### src/hw/fixed_point_pkg.sv
package fixed_point_pkg;

   // signed Q8.8 word, used for vertex coordinates and matrix coefficients
   typedef logic signed [15:0] coord_t;

   // full product of two coordinates, 16 fraction bits
   typedef logic signed [31:0] prod_t;

   // sum of four products
   // two guard bits so the worst case of four full-scale products cannot wrap
   typedef logic signed [33:0] acc_t;

   // clamp limits after the final shift
   localparam coord_t coord_max = 16'sh7fff;
   localparam coord_t coord_min = 16'sh8000;

endpackage

### src/hw/geometry_pkg.sv
package geometry_pkg;

   // shape of one transform
   localparam int vec_len  = 4;   // x, y, z, w
   localparam int mat_len  = 16;  // 4x4 entries, row by row
   localparam int load_len = 20;  // vertex words followed by matrix words

   // position in the load stream where matrix words start
   localparam int matrix_base = 4;

   // counts words of the current load
   typedef logic [4:0] word_idx_t;

   // vertex component, also used as row number of the result
   typedef logic [1:0] vec_idx_t;

   // matrix entry, row in [3:2] and column in [1:0]
   typedef logic [3:0] mat_idx_t;

endpackage

### src/hw/stream_loader.sv
`timescale 1ns/1ps

module stream_loader (
   input  logic                    clk,
   input  logic                    rst,
   input  logic                    input_valid,
   input  fixed_point_pkg::coord_t data_in,
   input  logic                    compute_done,
   output logic                    vec_we,
   output geometry_pkg::vec_idx_t  vec_waddr,
   output logic                    mat_we,
   output geometry_pkg::mat_idx_t  mat_waddr,
   output fixed_point_pkg::coord_t wr_data,
   output logic                    load_done,
   output logic                    busy
);

   typedef enum logic [1:0] {
      ph_idle,
      ph_loading,
      ph_waiting
   } phase_t;

   localparam geometry_pkg::word_idx_t matrix_start =
      geometry_pkg::word_idx_t'(geometry_pkg::matrix_base);
   localparam geometry_pkg::word_idx_t last_idx =
      geometry_pkg::word_idx_t'(geometry_pkg::load_len - 1);

   phase_t                  phase;
   geometry_pkg::word_idx_t word_cnt;   // words taken so far in this load
   geometry_pkg::word_idx_t mat_offset;
   logic                    in_wait;
   logic                    accept;
   logic                    last_word;

   // the done pulse already releases the wait, so a word can follow it directly
   assign in_wait   = (phase == ph_waiting) && !compute_done;
   assign accept    = input_valid && !in_wait;
   assign last_word = (word_cnt == last_idx);
   assign busy      = (phase == ph_loading) || in_wait;

   // routing by position in the stream
   assign mat_offset = word_cnt - matrix_start;
   assign vec_we     = accept && (word_cnt < matrix_start);
   assign mat_we     = accept && (word_cnt >= matrix_start);
   assign vec_waddr  = geometry_pkg::vec_idx_t'(word_cnt);
   assign mat_waddr  = geometry_pkg::mat_idx_t'(mat_offset);
   assign wr_data    = data_in;

   always_ff @(posedge clk or posedge rst) begin
      if (rst) begin
         phase     <= ph_idle;
         word_cnt  <= '0;   // partial load is dropped
         load_done <= 1'b0;
      end else begin
         load_done <= accept && last_word;
         if (accept) begin
            if (last_word) begin
               word_cnt <= '0;
               phase    <= ph_waiting;   // hold off until the engine is done
            end else begin
               word_cnt <= word_cnt + 1'b1;
               phase    <= ph_loading;
            end
         end else if ((phase == ph_waiting) && compute_done) begin
            phase <= ph_idle;
         end
      end
   end

endmodule

### src/hw/word_store.sv
`timescale 1ns/1ps

module word_store #(
   parameter int depth = 16
) (
   input  logic                       clk,
   input  logic                       we,
   input  logic [$clog2(depth)-1:0]   waddr,
   input  fixed_point_pkg::coord_t    wdata,
   input  logic [$clog2(depth)-1:0]   raddr,
   output fixed_point_pkg::coord_t    rdata
);

   fixed_point_pkg::coord_t mem [depth];

   // write and read ports are independent
   always_ff @(posedge clk) begin
      if (we) begin
         mem[waddr] <= wdata;
      end
      rdata <= mem[raddr];   // one cycle read latency
   end

endmodule

### src/hw/transform_engine.sv
`timescale 1ns/1ps

module transform_engine #(
   parameter int frac_bits = 8
) (
   input  logic                    clk,
   input  logic                    rst,
   input  logic                    start,
   input  fixed_point_pkg::coord_t vec_rdata,
   input  fixed_point_pkg::coord_t mat_rdata,
   output geometry_pkg::vec_idx_t  vec_raddr,
   output geometry_pkg::mat_idx_t  mat_raddr,
   output fixed_point_pkg::coord_t result_x,
   output fixed_point_pkg::coord_t result_y,
   output fixed_point_pkg::coord_t result_z,
   output fixed_point_pkg::coord_t result_w,
   output logic                    compute_done
);

   // read side
   geometry_pkg::mat_idx_t  rd_cnt;     // entry being addressed, rests at 0
   logic                    running;
   logic                    issue;

   // tag that follows the read data into the accumulator
   logic                    rd_valid;
   geometry_pkg::mat_idx_t  rd_idx;

   // accumulate side
   fixed_point_pkg::prod_t  prod;
   fixed_point_pkg::acc_t   acc;
   fixed_point_pkg::acc_t   shifted;
   fixed_point_pkg::coord_t sat_val;
   geometry_pkg::vec_idx_t  row_sel;    // row held in acc
   logic                    row_end;    // acc holds a finished row
   fixed_point_pkg::coord_t row_res [geometry_pkg::vec_len];
   logic                    fin;        // last row is in row_res

   assign issue     = start || running;
   assign mat_raddr = rd_cnt;
   assign vec_raddr = geometry_pkg::vec_idx_t'(rd_cnt);   // column picks the vertex word

   assign prod    = vec_rdata * mat_rdata;   // signed, 16 fraction bits
   assign shifted = acc >>> frac_bits;       // floor toward minus infinity

   always_comb begin
      if (shifted > fixed_point_pkg::acc_t'(fixed_point_pkg::coord_max)) begin
         sat_val = fixed_point_pkg::coord_max;
      end else if (shifted < fixed_point_pkg::acc_t'(fixed_point_pkg::coord_min)) begin
         sat_val = fixed_point_pkg::coord_min;
      end else begin
         sat_val = fixed_point_pkg::coord_t'(shifted);
      end
   end

   always_ff @(posedge clk or posedge rst) begin
      if (rst) begin
         rd_cnt       <= '0;
         running      <= 1'b0;
         rd_valid     <= 1'b0;
         row_end      <= 1'b0;
         fin          <= 1'b0;
         compute_done <= 1'b0;
         result_x     <= '0;
         result_y     <= '0;
         result_z     <= '0;
         result_w     <= '0;
      end else begin
         rd_valid <= issue;
         if (issue) begin
            rd_cnt  <= rd_cnt + 1'b1;   // wraps back to 0 after entry 15
            running <= (rd_cnt != '1);
         end

         // fourth column closes a row
         row_end <= rd_valid && (rd_idx[1:0] == 2'd3);
         fin     <= row_end && (row_sel == 2'd3);

         compute_done <= fin;
         if (fin) begin
            result_x <= row_res[0];
            result_y <= row_res[1];
            result_z <= row_res[2];
            result_w <= row_res[3];
         end
      end
   end

   // datapath
   always_ff @(posedge clk) begin
      if (issue) begin
         rd_idx <= rd_cnt;
      end
      if (rd_valid) begin
         // first column restarts the sum
         if (rd_idx[1:0] == 2'd0) begin
            acc <= fixed_point_pkg::acc_t'(prod);
         end else begin
            acc <= acc + prod;
         end
         row_sel <= rd_idx[3:2];
      end
      // old row_sel still names the finished row here
      if (row_end) begin
         row_res[row_sel] <= sat_val;
      end
   end

endmodule

### src/hw/vertex_transform_top.sv
`timescale 1ns/1ps

module vertex_transform_top #(
   parameter int frac_bits = 8
) (
   input  logic                    clk,
   input  logic                    rst,
   input  logic                    input_valid,
   input  fixed_point_pkg::coord_t data_in,
   output logic                    busy,
   output logic                    compute_done,
   output fixed_point_pkg::coord_t result_x,
   output fixed_point_pkg::coord_t result_y,
   output fixed_point_pkg::coord_t result_z,
   output fixed_point_pkg::coord_t result_w
);

   // loader to stores
   logic                    vec_we;
   logic                    mat_we;
   geometry_pkg::vec_idx_t  vec_waddr;
   geometry_pkg::mat_idx_t  mat_waddr;
   fixed_point_pkg::coord_t wr_data;

   // engine to stores and back
   geometry_pkg::vec_idx_t  vec_raddr;
   geometry_pkg::mat_idx_t  mat_raddr;
   fixed_point_pkg::coord_t vec_rdata;
   fixed_point_pkg::coord_t mat_rdata;

   logic                    load_done;

   stream_loader u_loader (
      .clk          (clk),
      .rst          (rst),
      .input_valid  (input_valid),
      .data_in      (data_in),
      .compute_done (compute_done),
      .vec_we       (vec_we),
      .vec_waddr    (vec_waddr),
      .mat_we       (mat_we),
      .mat_waddr    (mat_waddr),
      .wr_data      (wr_data),
      .load_done    (load_done),
      .busy         (busy)
   );

   word_store #(
      .depth (geometry_pkg::vec_len)
   ) u_vec_store (
      .clk   (clk),
      .we    (vec_we),
      .waddr (vec_waddr),
      .wdata (wr_data),
      .raddr (vec_raddr),
      .rdata (vec_rdata)
   );

   word_store #(
      .depth (geometry_pkg::mat_len)
   ) u_mat_store (
      .clk   (clk),
      .we    (mat_we),
      .waddr (mat_waddr),
      .wdata (wr_data),
      .raddr (mat_raddr),
      .rdata (mat_rdata)
   );

   transform_engine #(
      .frac_bits (frac_bits)
   ) u_engine (
      .clk          (clk),
      .rst          (rst),
      .start        (load_done),
      .vec_rdata    (vec_rdata),
      .mat_rdata    (mat_rdata),
      .vec_raddr    (vec_raddr),
      .mat_raddr    (mat_raddr),
      .result_x     (result_x),
      .result_y     (result_y),
      .result_z     (result_z),
      .result_w     (result_w),
      .compute_done (compute_done)
   );

endmodule

### config.mk
export PLATFORM = sky130hd
export DESIGN_NAME = vertex_transform_top
export DESIGN_NICKNAME = d
export VERILOG_FILES = /design/src/hw/fixed_point_pkg.sv /design/src/hw/geometry_pkg.sv /design/src/hw/stream_loader.sv /design/src/hw/word_store.sv /design/src/hw/transform_engine.sv /design/src/hw/vertex_transform_top.sv
export SDC_FILE = /design/constraint.sdc
export NUM_CORES = 1
export LEC_CHECK = 0
export BUFFER_PORTS_ARGS = -buffer_cell sky130_fd_sc_hd__buf_4
export CORE_MARGIN = 4
export CORE_UTILIZATION = 29
export CTS_BUF_LIST = sky130_fd_sc_hd__clkbuf_8
export CTS_CLUSTER_DIAMETER = 40
export DETAILED_ROUTE_END_ITERATION = 12
export PLACE_DENSITY_LB_ADDON = 0.12
export SETUP_SLACK_MARGIN = 0.3
export SKIP_CTS_REPAIR_TIMING = 1
export SLEW_MARGIN = 5
export SYNTH_ARGS = -nofsm -noshare
export SYNTH_HDL_FRONTEND = slang
export SYNTH_SLANG_ARGS = --single-unit
### constraint.sdc
create_clock -name clk -period 8.5 [get_ports clk]
set_input_delay 0.425 -clock clk [delete_from_list [all_inputs] [get_ports clk]]
set_output_delay 0.425 -clock clk [all_outputs]
set_load 0.02 [all_outputs]
# Word-level counts from Yosys, hierarchy flattened
# Memories as Yosys holds them, arrays and structs flattened. A register that Yosys moved wholly into a read port is not among the register bits.
# Index checks and enable logic that the tools add are counted.
# op_classes
add_sub_neg	4
multipliers	1
n_lt_le_gt_ge	4
eq_ne	6
mux	13
reduce_logical	14
# ops
operator	n
$add A34 B32 Y34	1
$mux W34	1
$mul A16 B16 Y32	1
$mux W16	2
$gt A26 B16 Y1 const B	1
$lt A26 B16 Y1 const B	1
$logic_and A1 B1 Y1	8
$eq A2 B2 Y1 const B	3
$mux W1	6
$mux W2	3
$add A5 B1 Y5 const B	1
$eq A5 B5 Y1 const B	1
$ge A5 B3 Y1 const B	1
$lt A5 B3 Y1 const B	1
$mux W5	1
$add A4 B1 Y4 const B	1
$ne A4 B4 Y1 const B	1
$sub A4 B3 Y4 const B	1
$eq A2 B1 Y1 const B	1
$logic_not A1 Y1	2
$logic_not A2 Y1	1
$logic_or A1 B1 Y1	2
$reduce_bool A2 Y1	1
# word_totals
ff_bits	57
mem_bits_rw	384
input_bits	19
output_inout_bits	66
wordCells	57
memories	3
# mem_list
name	depth	width	rd	rd_clocked_by_memory_dff	write_ports	line_no	rtl
u_mat_store.mem	16	16	1	1	1	word_store.sv:14	fixed_point_pkg::coord_t mem [depth];
u_engine.row_res	4	16	4	4	1	transform_engine.sv:36	fixed_point_pkg::coord_t row_res [geometry_pkg::vec_len];
u_vec_store.mem	4	16	1	1	1	word_store.sv:14	

# Depth between registers and ports, before layout
# Gate-level depths: netlist of the first run.
# logic_depth
ltp_word	7
mapped_depth	33
ltp_nobuf	32

# By module
# A second synthesis of the first run with hierarchy kept.
# hier_totals
hier_cells	2300
hier_area_um2	31271.2
# by_module_without_submodules
module	n_inst	cells_per_inst	area_per_inst_um2
transform_engine	1	1692	17890.9
word_store at u_mat_store	1	432	10043.4
word_store at u_vec_store	1	104	2697.6
stream_loader	1	72	639.4

# Worst setup path before layout of the first run
# No wires, ideal clock.
# synth_path
path_type	register to register
from	register u_mat_store.rdata[1], read port of u_mat_store.mem
to	register u_engine.acc[33], data pin
setup_ns	0.268
arrival_ns	7.282
t_required_ns	8.232
slack_ns	0.950
stages_incl_launch_ff	30
path_buffers	1
period_less_slack_ns	7.550
cell_sequence	dfxtp_1 > clkbuf_1 > nand2_1 > fa_1 > fa_1 > fa_1 > fa_1 > inv_1 > fa_1 > inv_1 > fa_1 > inv_1 > ha_1 > a21o_1 > a41oi_2 > a211oi_1 > o211ai_1 > a21boi_1 > or3_1 > and2_1 > ha_1 > nand2_1 > o21ai_1 > o41ai_2 > o211ai_2 > a211oi_2 > o21bai_1 > a21o_1 > a311oi_2 > xor2_1
# synth_via
elab_chain_cells	3
# synth_rtl
item	line_no	rtl
start, declared	word_store.sv:11	output fixed_point_pkg::coord_t rdata
$mul A16 B16 Y32 *	transform_engine.sv:43	assign prod = vec_rdata * mat_rdata;
$add A34 B32 Y34	transform_engine.sv:99	acc <= acc + prod;
$mux W34 *	transform_engine.sv:96	if (rd_idx[1:0] == 2'd0) begin
end signal, assigned	transform_engine.sv:97	acc <= fixed_point_pkg::acc_t'(prod);
end signal, assigned	transform_engine.sv:99	
end, declared	transform_engine.sv:31	fixed_point_pkg::acc_t acc;
# Mark *: on every way between the ends. The rest lies on a longest branch, timed or not.
# A chain may end at the register's enable or synchronous reset.

# Worst setup path in the final report of the first run
# Ends and elaborated chain as after synthesis.

==> flow_summary.json, run 1 <==
{
  "status": "finished clean",
  "final_nets": 2804,
  "port_buffers": 84,
  "dp_hpwl_um": 53000,
  "rows": 119,
  "cts-htree-levels": 3,
  "ys_ff_latch": 537,
  "rsz0062_at_grt": "false",
  "clock_sinks": 537,
  "synthMuxAreaShare_pct": 9.61,
  "cts_tree": "built",
  "path_max_fanout": 9,
  "cts_root_buf": "clkbuf_8",
  "whs_ns": 0.0524,
  "tns_ns": 0,
  "finalSetupViolations": 0,
  "maxCapViolations": 0,
  "path_buf_inv": 8,
  "wl_um": 75300,
  "yosysWarningCount": 0,
  "worstSetupPathType": "reg -> reg",
  "synth_edf_count": 424,
  "critPathTopFamily": "adder cells",
  "synth_compound_area_share_pct": 4.67,
  "cp_common_cell": "inv_1",
  "period_share_pct": 92.5,
  "grt_pass1_vias": 19300,
  "worstMarginPinSlew_ns": 0.997,
  "die_h_um": 335,
  "clock_skew_ns": 0.0352,
  "grt_max_degree": 73,
  "relSlewSlack_pct": 33.5,
  "clk_path_buf_depth": 3,
  "cp.required_ns": 8.93,
  "min_period_ns": 7.86,
  "ys_seq_area_share_pct": 49.8,
  "antenna_found_initial": 5,
  "cts_buffers": 100,
  "final_cell_mix": "edfxtp_1, inv_1, fa_1",
  "critPathSlowestCell": "fa_2",
  "drt_iter0_drc": 913,
  "worstSetupStartpointType": "flop",
  "place_area_sq_mm": 0.0335,
  "grt_overflow_total": 0,
  "async_flop_share_pct": 15.1,
  "die_area_sq_mm": 0.112,
  "core_sq_mm": 0.106,
  "finalHoldViolations": 0,
  "grt_pass1_wl_um": 117000,
  "synthAdderAreaFrac_pct": 21.9,
  "chipWidth_um": 335,
  "dr.pass1.iters": 4,
  "syn_to_final_growth_pct": 15.1,
  "antenna_left": 0,
  "fmax_ghz": 0.127,
  "syn_area_per_cell_sq_um": 13.9,
  "via_per_inst": 4.48,
  "layout-drive-gt1-share_pct": 20.0,
  "synth_flop_cell": "edfxtp_1",
  "clkLatencyLatePin_ns": 0.72,
  "synth_cell_types": 66,
  "synth-xor-area-share_pct": 1.87,
  "wire_per_inst_um": 19.4,
  "max_stage_delay_ns": 0.71,
  "syn_area_sq_mm": 0.0309,
  "dpl.cell_count": 3685,
  "synth-simple-area-share_pct": 7.32,
  "postLayoutCellArea_sq_mm": 0.0356,
  "grtUsageTotal_pct": 13.7,
  "final_common_cell": "edfxtp_1",
  "drc": 0,
  "end_kind": "flop",
  "io_pins": 85,
  "min_path_type": "in -> reg",
  "synth_top_family_by_area": "adder cells",
  "path_clk_slew_ns": 0.06,
  "syn_inst": 2228,
  "slew_violations": 0,
  "routabilityCongestion": 0.838,
  "layout.cells.non_filler": 3881,
  "start_util_pct": 29.3,
  "synth_nets": 2631,
  "via_count": 17400,
  "cp.arrival_ns": 8.29
}
==> cell families after synthesis <==
kind of cell,count (synthesis)
AO/OA/AOI/OAI,214
XOR/XNOR,66
adder cells (fa/ha/maj),384
multiplexers,168
flip-flops,537
buffers and inverters,393
AND/OR/NAND/NOR,466
==> final timing paths <==
kind / from / end / slack, ns / cells after the start
min in group asynchronous: rst / u_engine.mat_raddr[1] / 0.19 / 3
max in group asynchronous: rst / u_engine.fin / 7.05 / 4
setup / recovery: u_mat_store.rdata[1] / u_engine.acc[33] / 0.64 / 29
hold / removal: data_in[13] / u_mat_store.mem[14][13] / 0.05 / 1
setup reg to reg: u_mat_store.rdata[1] / u_engine.acc[33] / 0.64 / 29
hold reg to reg: u_engine.rd_idx[3] / u_engine.row_sel[1] / 0.43 / 0
==> worst register-to-register path: cells and delay by family (launching register included) <==
family,cells,cell delay [ns]
adder cells (fa/ha/maj),8,3.82
AO/OA/AOI/OAI,7,1.31
AND/OR/NAND/NOR,4,0.93
buffers and inverters,8,0.82
flip-flops,1,0.38
XOR/XNOR,2,0.34
==> state kept, by name (all words and copies together) (netlist names), 2 cells and up <==
signal	flops
result_x	16
u_mat_store.rdata	16
result_y	16
u_engine.acc	34
u_vec_store.rdata	16
u_engine.row_res	64
u_vec_store.mem	64
u_engine.mat_raddr	4
u_engine.result_w	16
u_engine.row_sel	2
u_engine.rd_idx	4
u_mat_store.mem	256
result_z	16
u_loader.word_cnt	5
u_loader.phase	2
==> layer usage <==
metal / global-route usage, % / vias up / wire length [um]
li1: - / 8051 / -
met1: 17.9 / 8904 / 33500
met3: 2.31 / 115 / 3020
met2: 23.6 / 308 / 37100
met5: 0 / - / 20
met4: 3.69 / 2 / 1640
==> Yosys cell counts (all sizes together), types with 3 or more instances <==
library cell  count  area [sq um]
nand2           186           698
nand2b           10          62.6
nor2b             6          37.5
nand4            10          62.6
or3               4          25.0
nand3            10          50.1
o21a             25           188
and2            132           826
a31o              3          26.3
nor3b             4          30.0
o31ai             7          52.6
a21o             26           195
nor2             68           255
o211ai            4          35.0
buf              11          51.3
edfxtp          424         12700
nor4              4          25.0
o21ai            49           245
mux2             70           788
and3             13          81.3
a211oi           12           110
clkbuf           64           240
o21bai            9          67.6
fa              263          5270
a41oi             3          33.8
dfrtp            81          2030
xor2             23           201
nor3             14          70.1
dfxtp            32           641
ha              121          1510
xnor2            43           377
a21oi            47           239
mux4             96          2160
inv             318          1190
a31oi            10          62.6
==> layout make-up <==
type	instances	area, sq um
antenna	4	10.0
clock buffer	106	1460
clock inverter	81	502
fill	10400	70000
inverter	318	1190
multi-input combinational	1298	14100
sequential	537	15500
tap	1391	1740
timing repair buffer	146	1110
==> stage by stage <==
| stage | util, % | worst slack (ns) |
|---|---|---|
| after floorplan | - | 0.950 |
| after global placement | 31.7 | 0.299 |
| after detailed placement | 31.7 | 0.182 |
| after CTS | 33.5 | 0.124 |
| after global routing | 33.7 | 0.316 |
| final | 33.7 | 0.637 |
Power of run 1 is left out: the tool's default activity adds up to more than one toggle a clock period on the data nets, which glitch-free logic cannot reach.
==> inputs of run 2 (changes only) <==
Settings changed: SYNTH_HIERARCHICAL set to 1.
==> run 2 against run 1 <==
Against the previous run:
- register-to-register slack gained 0.04 ns
- count of clock-buffer cells in the layout down 5
- via count rose by 2.5%
- hold slack about the same
- global-route usage down 0.28 points
- design area rose by 0.95%
- cell count is 1.6% higher
- sequential share of layout area shrank 0.44 points
- clock skew decreased by 0.010 ns
- die area grew 1.1%
- critical path type unchanged
- critical endpoint is now u_engine/acc[32]
- largest cell class unchanged
==> flow_summary.json, run 2 <==
{
  "antenna_found_initial": 3,
  "ys_seq_area_share_pct": 49.2,
  "regMostFlops": "u_mat_store/mem",
  "worstSetupStartpointType": "flop",
  "wl_um": 74700,
  "syn_to_final_growth_pct": 14.9,
  "synthTopCellsByArea": "edfxtp_1, fa_1, dfrtp_1",
  "fmax_ghz": 0.128,
  "async_flop_share_pct": 15.1,
  "synth_edf_count": 424,
  "drt_iter0_drc": 768,
  "cts_tree": "built",
  "synth_top_area_share_pct": 40.7,
  "yosysWarningCount": 6,
  "chipWidth_um": 336,
  "synth_cell_types": 75,
  "path_clk_slew_ns": 0.06,
  "layout-drive-gt1-share_pct": 19.8,
  "dp_hpwl_um": 53400,
  "largest_register_ffs": 256,
  "grt_max_degree": 74,
  "antenna_left": 0,
  "cts_buffers": 97,
  "tns_ns": 0,
  "final_nets": 2865,
  "ys_ff_latch": 537,
  "regArea_sq_mm": 0.0154,
  "cts_root_buf": "clkbuf_8",
  "rows": 120,
  "start_util_pct": 29.2,
  "clock_skew_ns": 0.0249,
  "reg.largest.list": "u_mat_store/mem (256), u_engine/row_res (64), u_vec_store/mem (64)",
  "end_kind": "flop",
  "finalHoldViolations": 0,
  "critPathSlowestCell": "fa_1",
  "drc": 0,
  "min_path_type": "in -> reg",
  "slew_violations": 0,
  "synth_most_common_cell": "edfxtp_1",
  "port_buffers": 84,
  "grt_overflow_total": 0,
  "grt_pass1_vias": 19900,
  "multi_input_area_sq_mm": 0.0143,
  "grt_pass1_wl_um": 117000,
  "syn_area_sq_mm": 0.0313,
  "final_cell_mix": "edfxtp_1, inv_1, fa_1",
  "via_count": 17800,
  "min_period_ns": 7.82,
  "grtUsageTotal_pct": 13.4,
  "nFillCells": 10600,
  "synth_area_leader_cell": "edfxtp_1",
  "die_h_um": 336,
  "via_per_inst": 4.52,
  "wire_per_inst_um": 18.9,
  "worstMarginPinSlew_ns": 1.15,
  "rsz0062_at_grt": "false",
  "syn_inst": 2300,
  "clock_sinks": 537,
  "cp.arrival_ns": 8.28,
  "die_area_sq_mm": 0.113,
  "postLayoutCellArea_sq_mm": 0.0359,
  "period_share_pct": 92.0,
  "final_common_cell": "edfxtp_1",
  "worstSetupPathType": "reg -> reg",
  "syn_area_per_cell_sq_um": 13.6,
  "relSlewSlack_pct": 23.5,
  "io_pins": 85,
  "status": "finished clean",
  "place_area_sq_mm": 0.0337,
  "cp.required_ns": 8.96,
  "dr.pass1.iters": 4,
  "core_sq_mm": 0.107,
  "maxCapViolations": 0,
  "max_stage_delay_ns": 0.55,
  "clk_path_buf_depth": 3,
  "cp_common_cell": "fa_1",
  "cts-htree-levels": 3,
  "synth_nets": 2704,
  "synth_common_cells": "edfxtp_1, inv_1, fa_1",
  "path_max_fanout": 10,
  "routabilityCongestion": 0.812,
  "finalSetupViolations": 0,
  "synth_flop_cell": "edfxtp_1",
  "clkLatencyLatePin_ns": 0.71
}
==> run 2: cell types whose count changed after synthesis, moves of 16 or more <==
| cell | delta |
|---|---|
| mux4_1 | +16 |
| and2_1 | -17 |
| a22oi_1 | +32 |
| o21ai_1 | -16 |
| buf_4 | +25 |
| mux4_2 | -32 |
==> run 2: logic make-up after synthesis <==
group | share of synthesized area, %
flip-flops | 49.2
AND/OR/NAND/NOR | 7.43
buffers and inverters | 5.62
adder cells (fa/ha/maj) | 21.7
AO/OA/AOI/OAI | 5.78
multiplexers | 8.50
XOR/XNOR | 1.71
==> run 2: through the flow <==
stage	setup WS [ns]	util (%)	cells	hold slack, ns
floorplan	0.782	-	2300	0.241
global placement	0.373	31.5	3751	0.410
detailed placement	0.293	31.5	3751	0.417
CTS	0.272	33.3	3926	-0.376
global route	0.302	33.5	3941	0.0109
finish	0.677	33.6	3942	0.0519
==> run 2: final cells by class <==
cell class / instances / area share, %
clock inverter: 74 / 1.57
sequential: 537 / 43.0
multi-input combinational: 1336 / 39.8
tap: 1403 / 4.89
timing repair buffer: 161 / 3.43
inverter: 328 / 3.43
antenna: 2 / 0.0139
clock buffer: 101 / 3.87
==> run 2: layer usage <==
metal | wire length [um] | share of wire (%) | track usage [%]
met5 | 0 | 0 | 0
met3 | 2510 | 3.4 | 2.23
met2 | 36300 | 49 | 23.0
met1 | 34200 | 46 | 17.4
met4 | 1650 | 2.2 | 3.87
==> run 2: worst max-delay path: cells and delay by family, from the launching register on <==
family                   cells  cell delay (ns)
buffers and inverters        6             0.49
flip-flops                   1             0.38
AO/OA/AOI/OAI               13             2.33
adder cells (fa/ha/maj)      8             3.90
multiplexers                 1             0.14
XOR/XNOR                     1             0.10
AND/OR/NAND/NOR              2             0.24
==> run 2: final timing paths <==
check	cells past startpoint	endpoint	start	slack, ns
max in group asynchronous	4	u_engine/mat_raddr[1]	rst	7.20
worst min register to register	0	u_engine/row_sel[1]	u_engine/rd_idx[3]	0.43
worst min-delay path	1	u_mat_store/mem[5][4]	data_in[4]	0.05
min in group asynchronous	3	u_loader/word_cnt[3]	rst	0.26
worst max register to register	31	u_engine/acc[32]	u_vec_store/rdata[9]	0.68
worst max-delay path	31	u_engine/acc[32]	u_vec_store/rdata[9]	0.68
Power of run 2 is left out for the same reason.
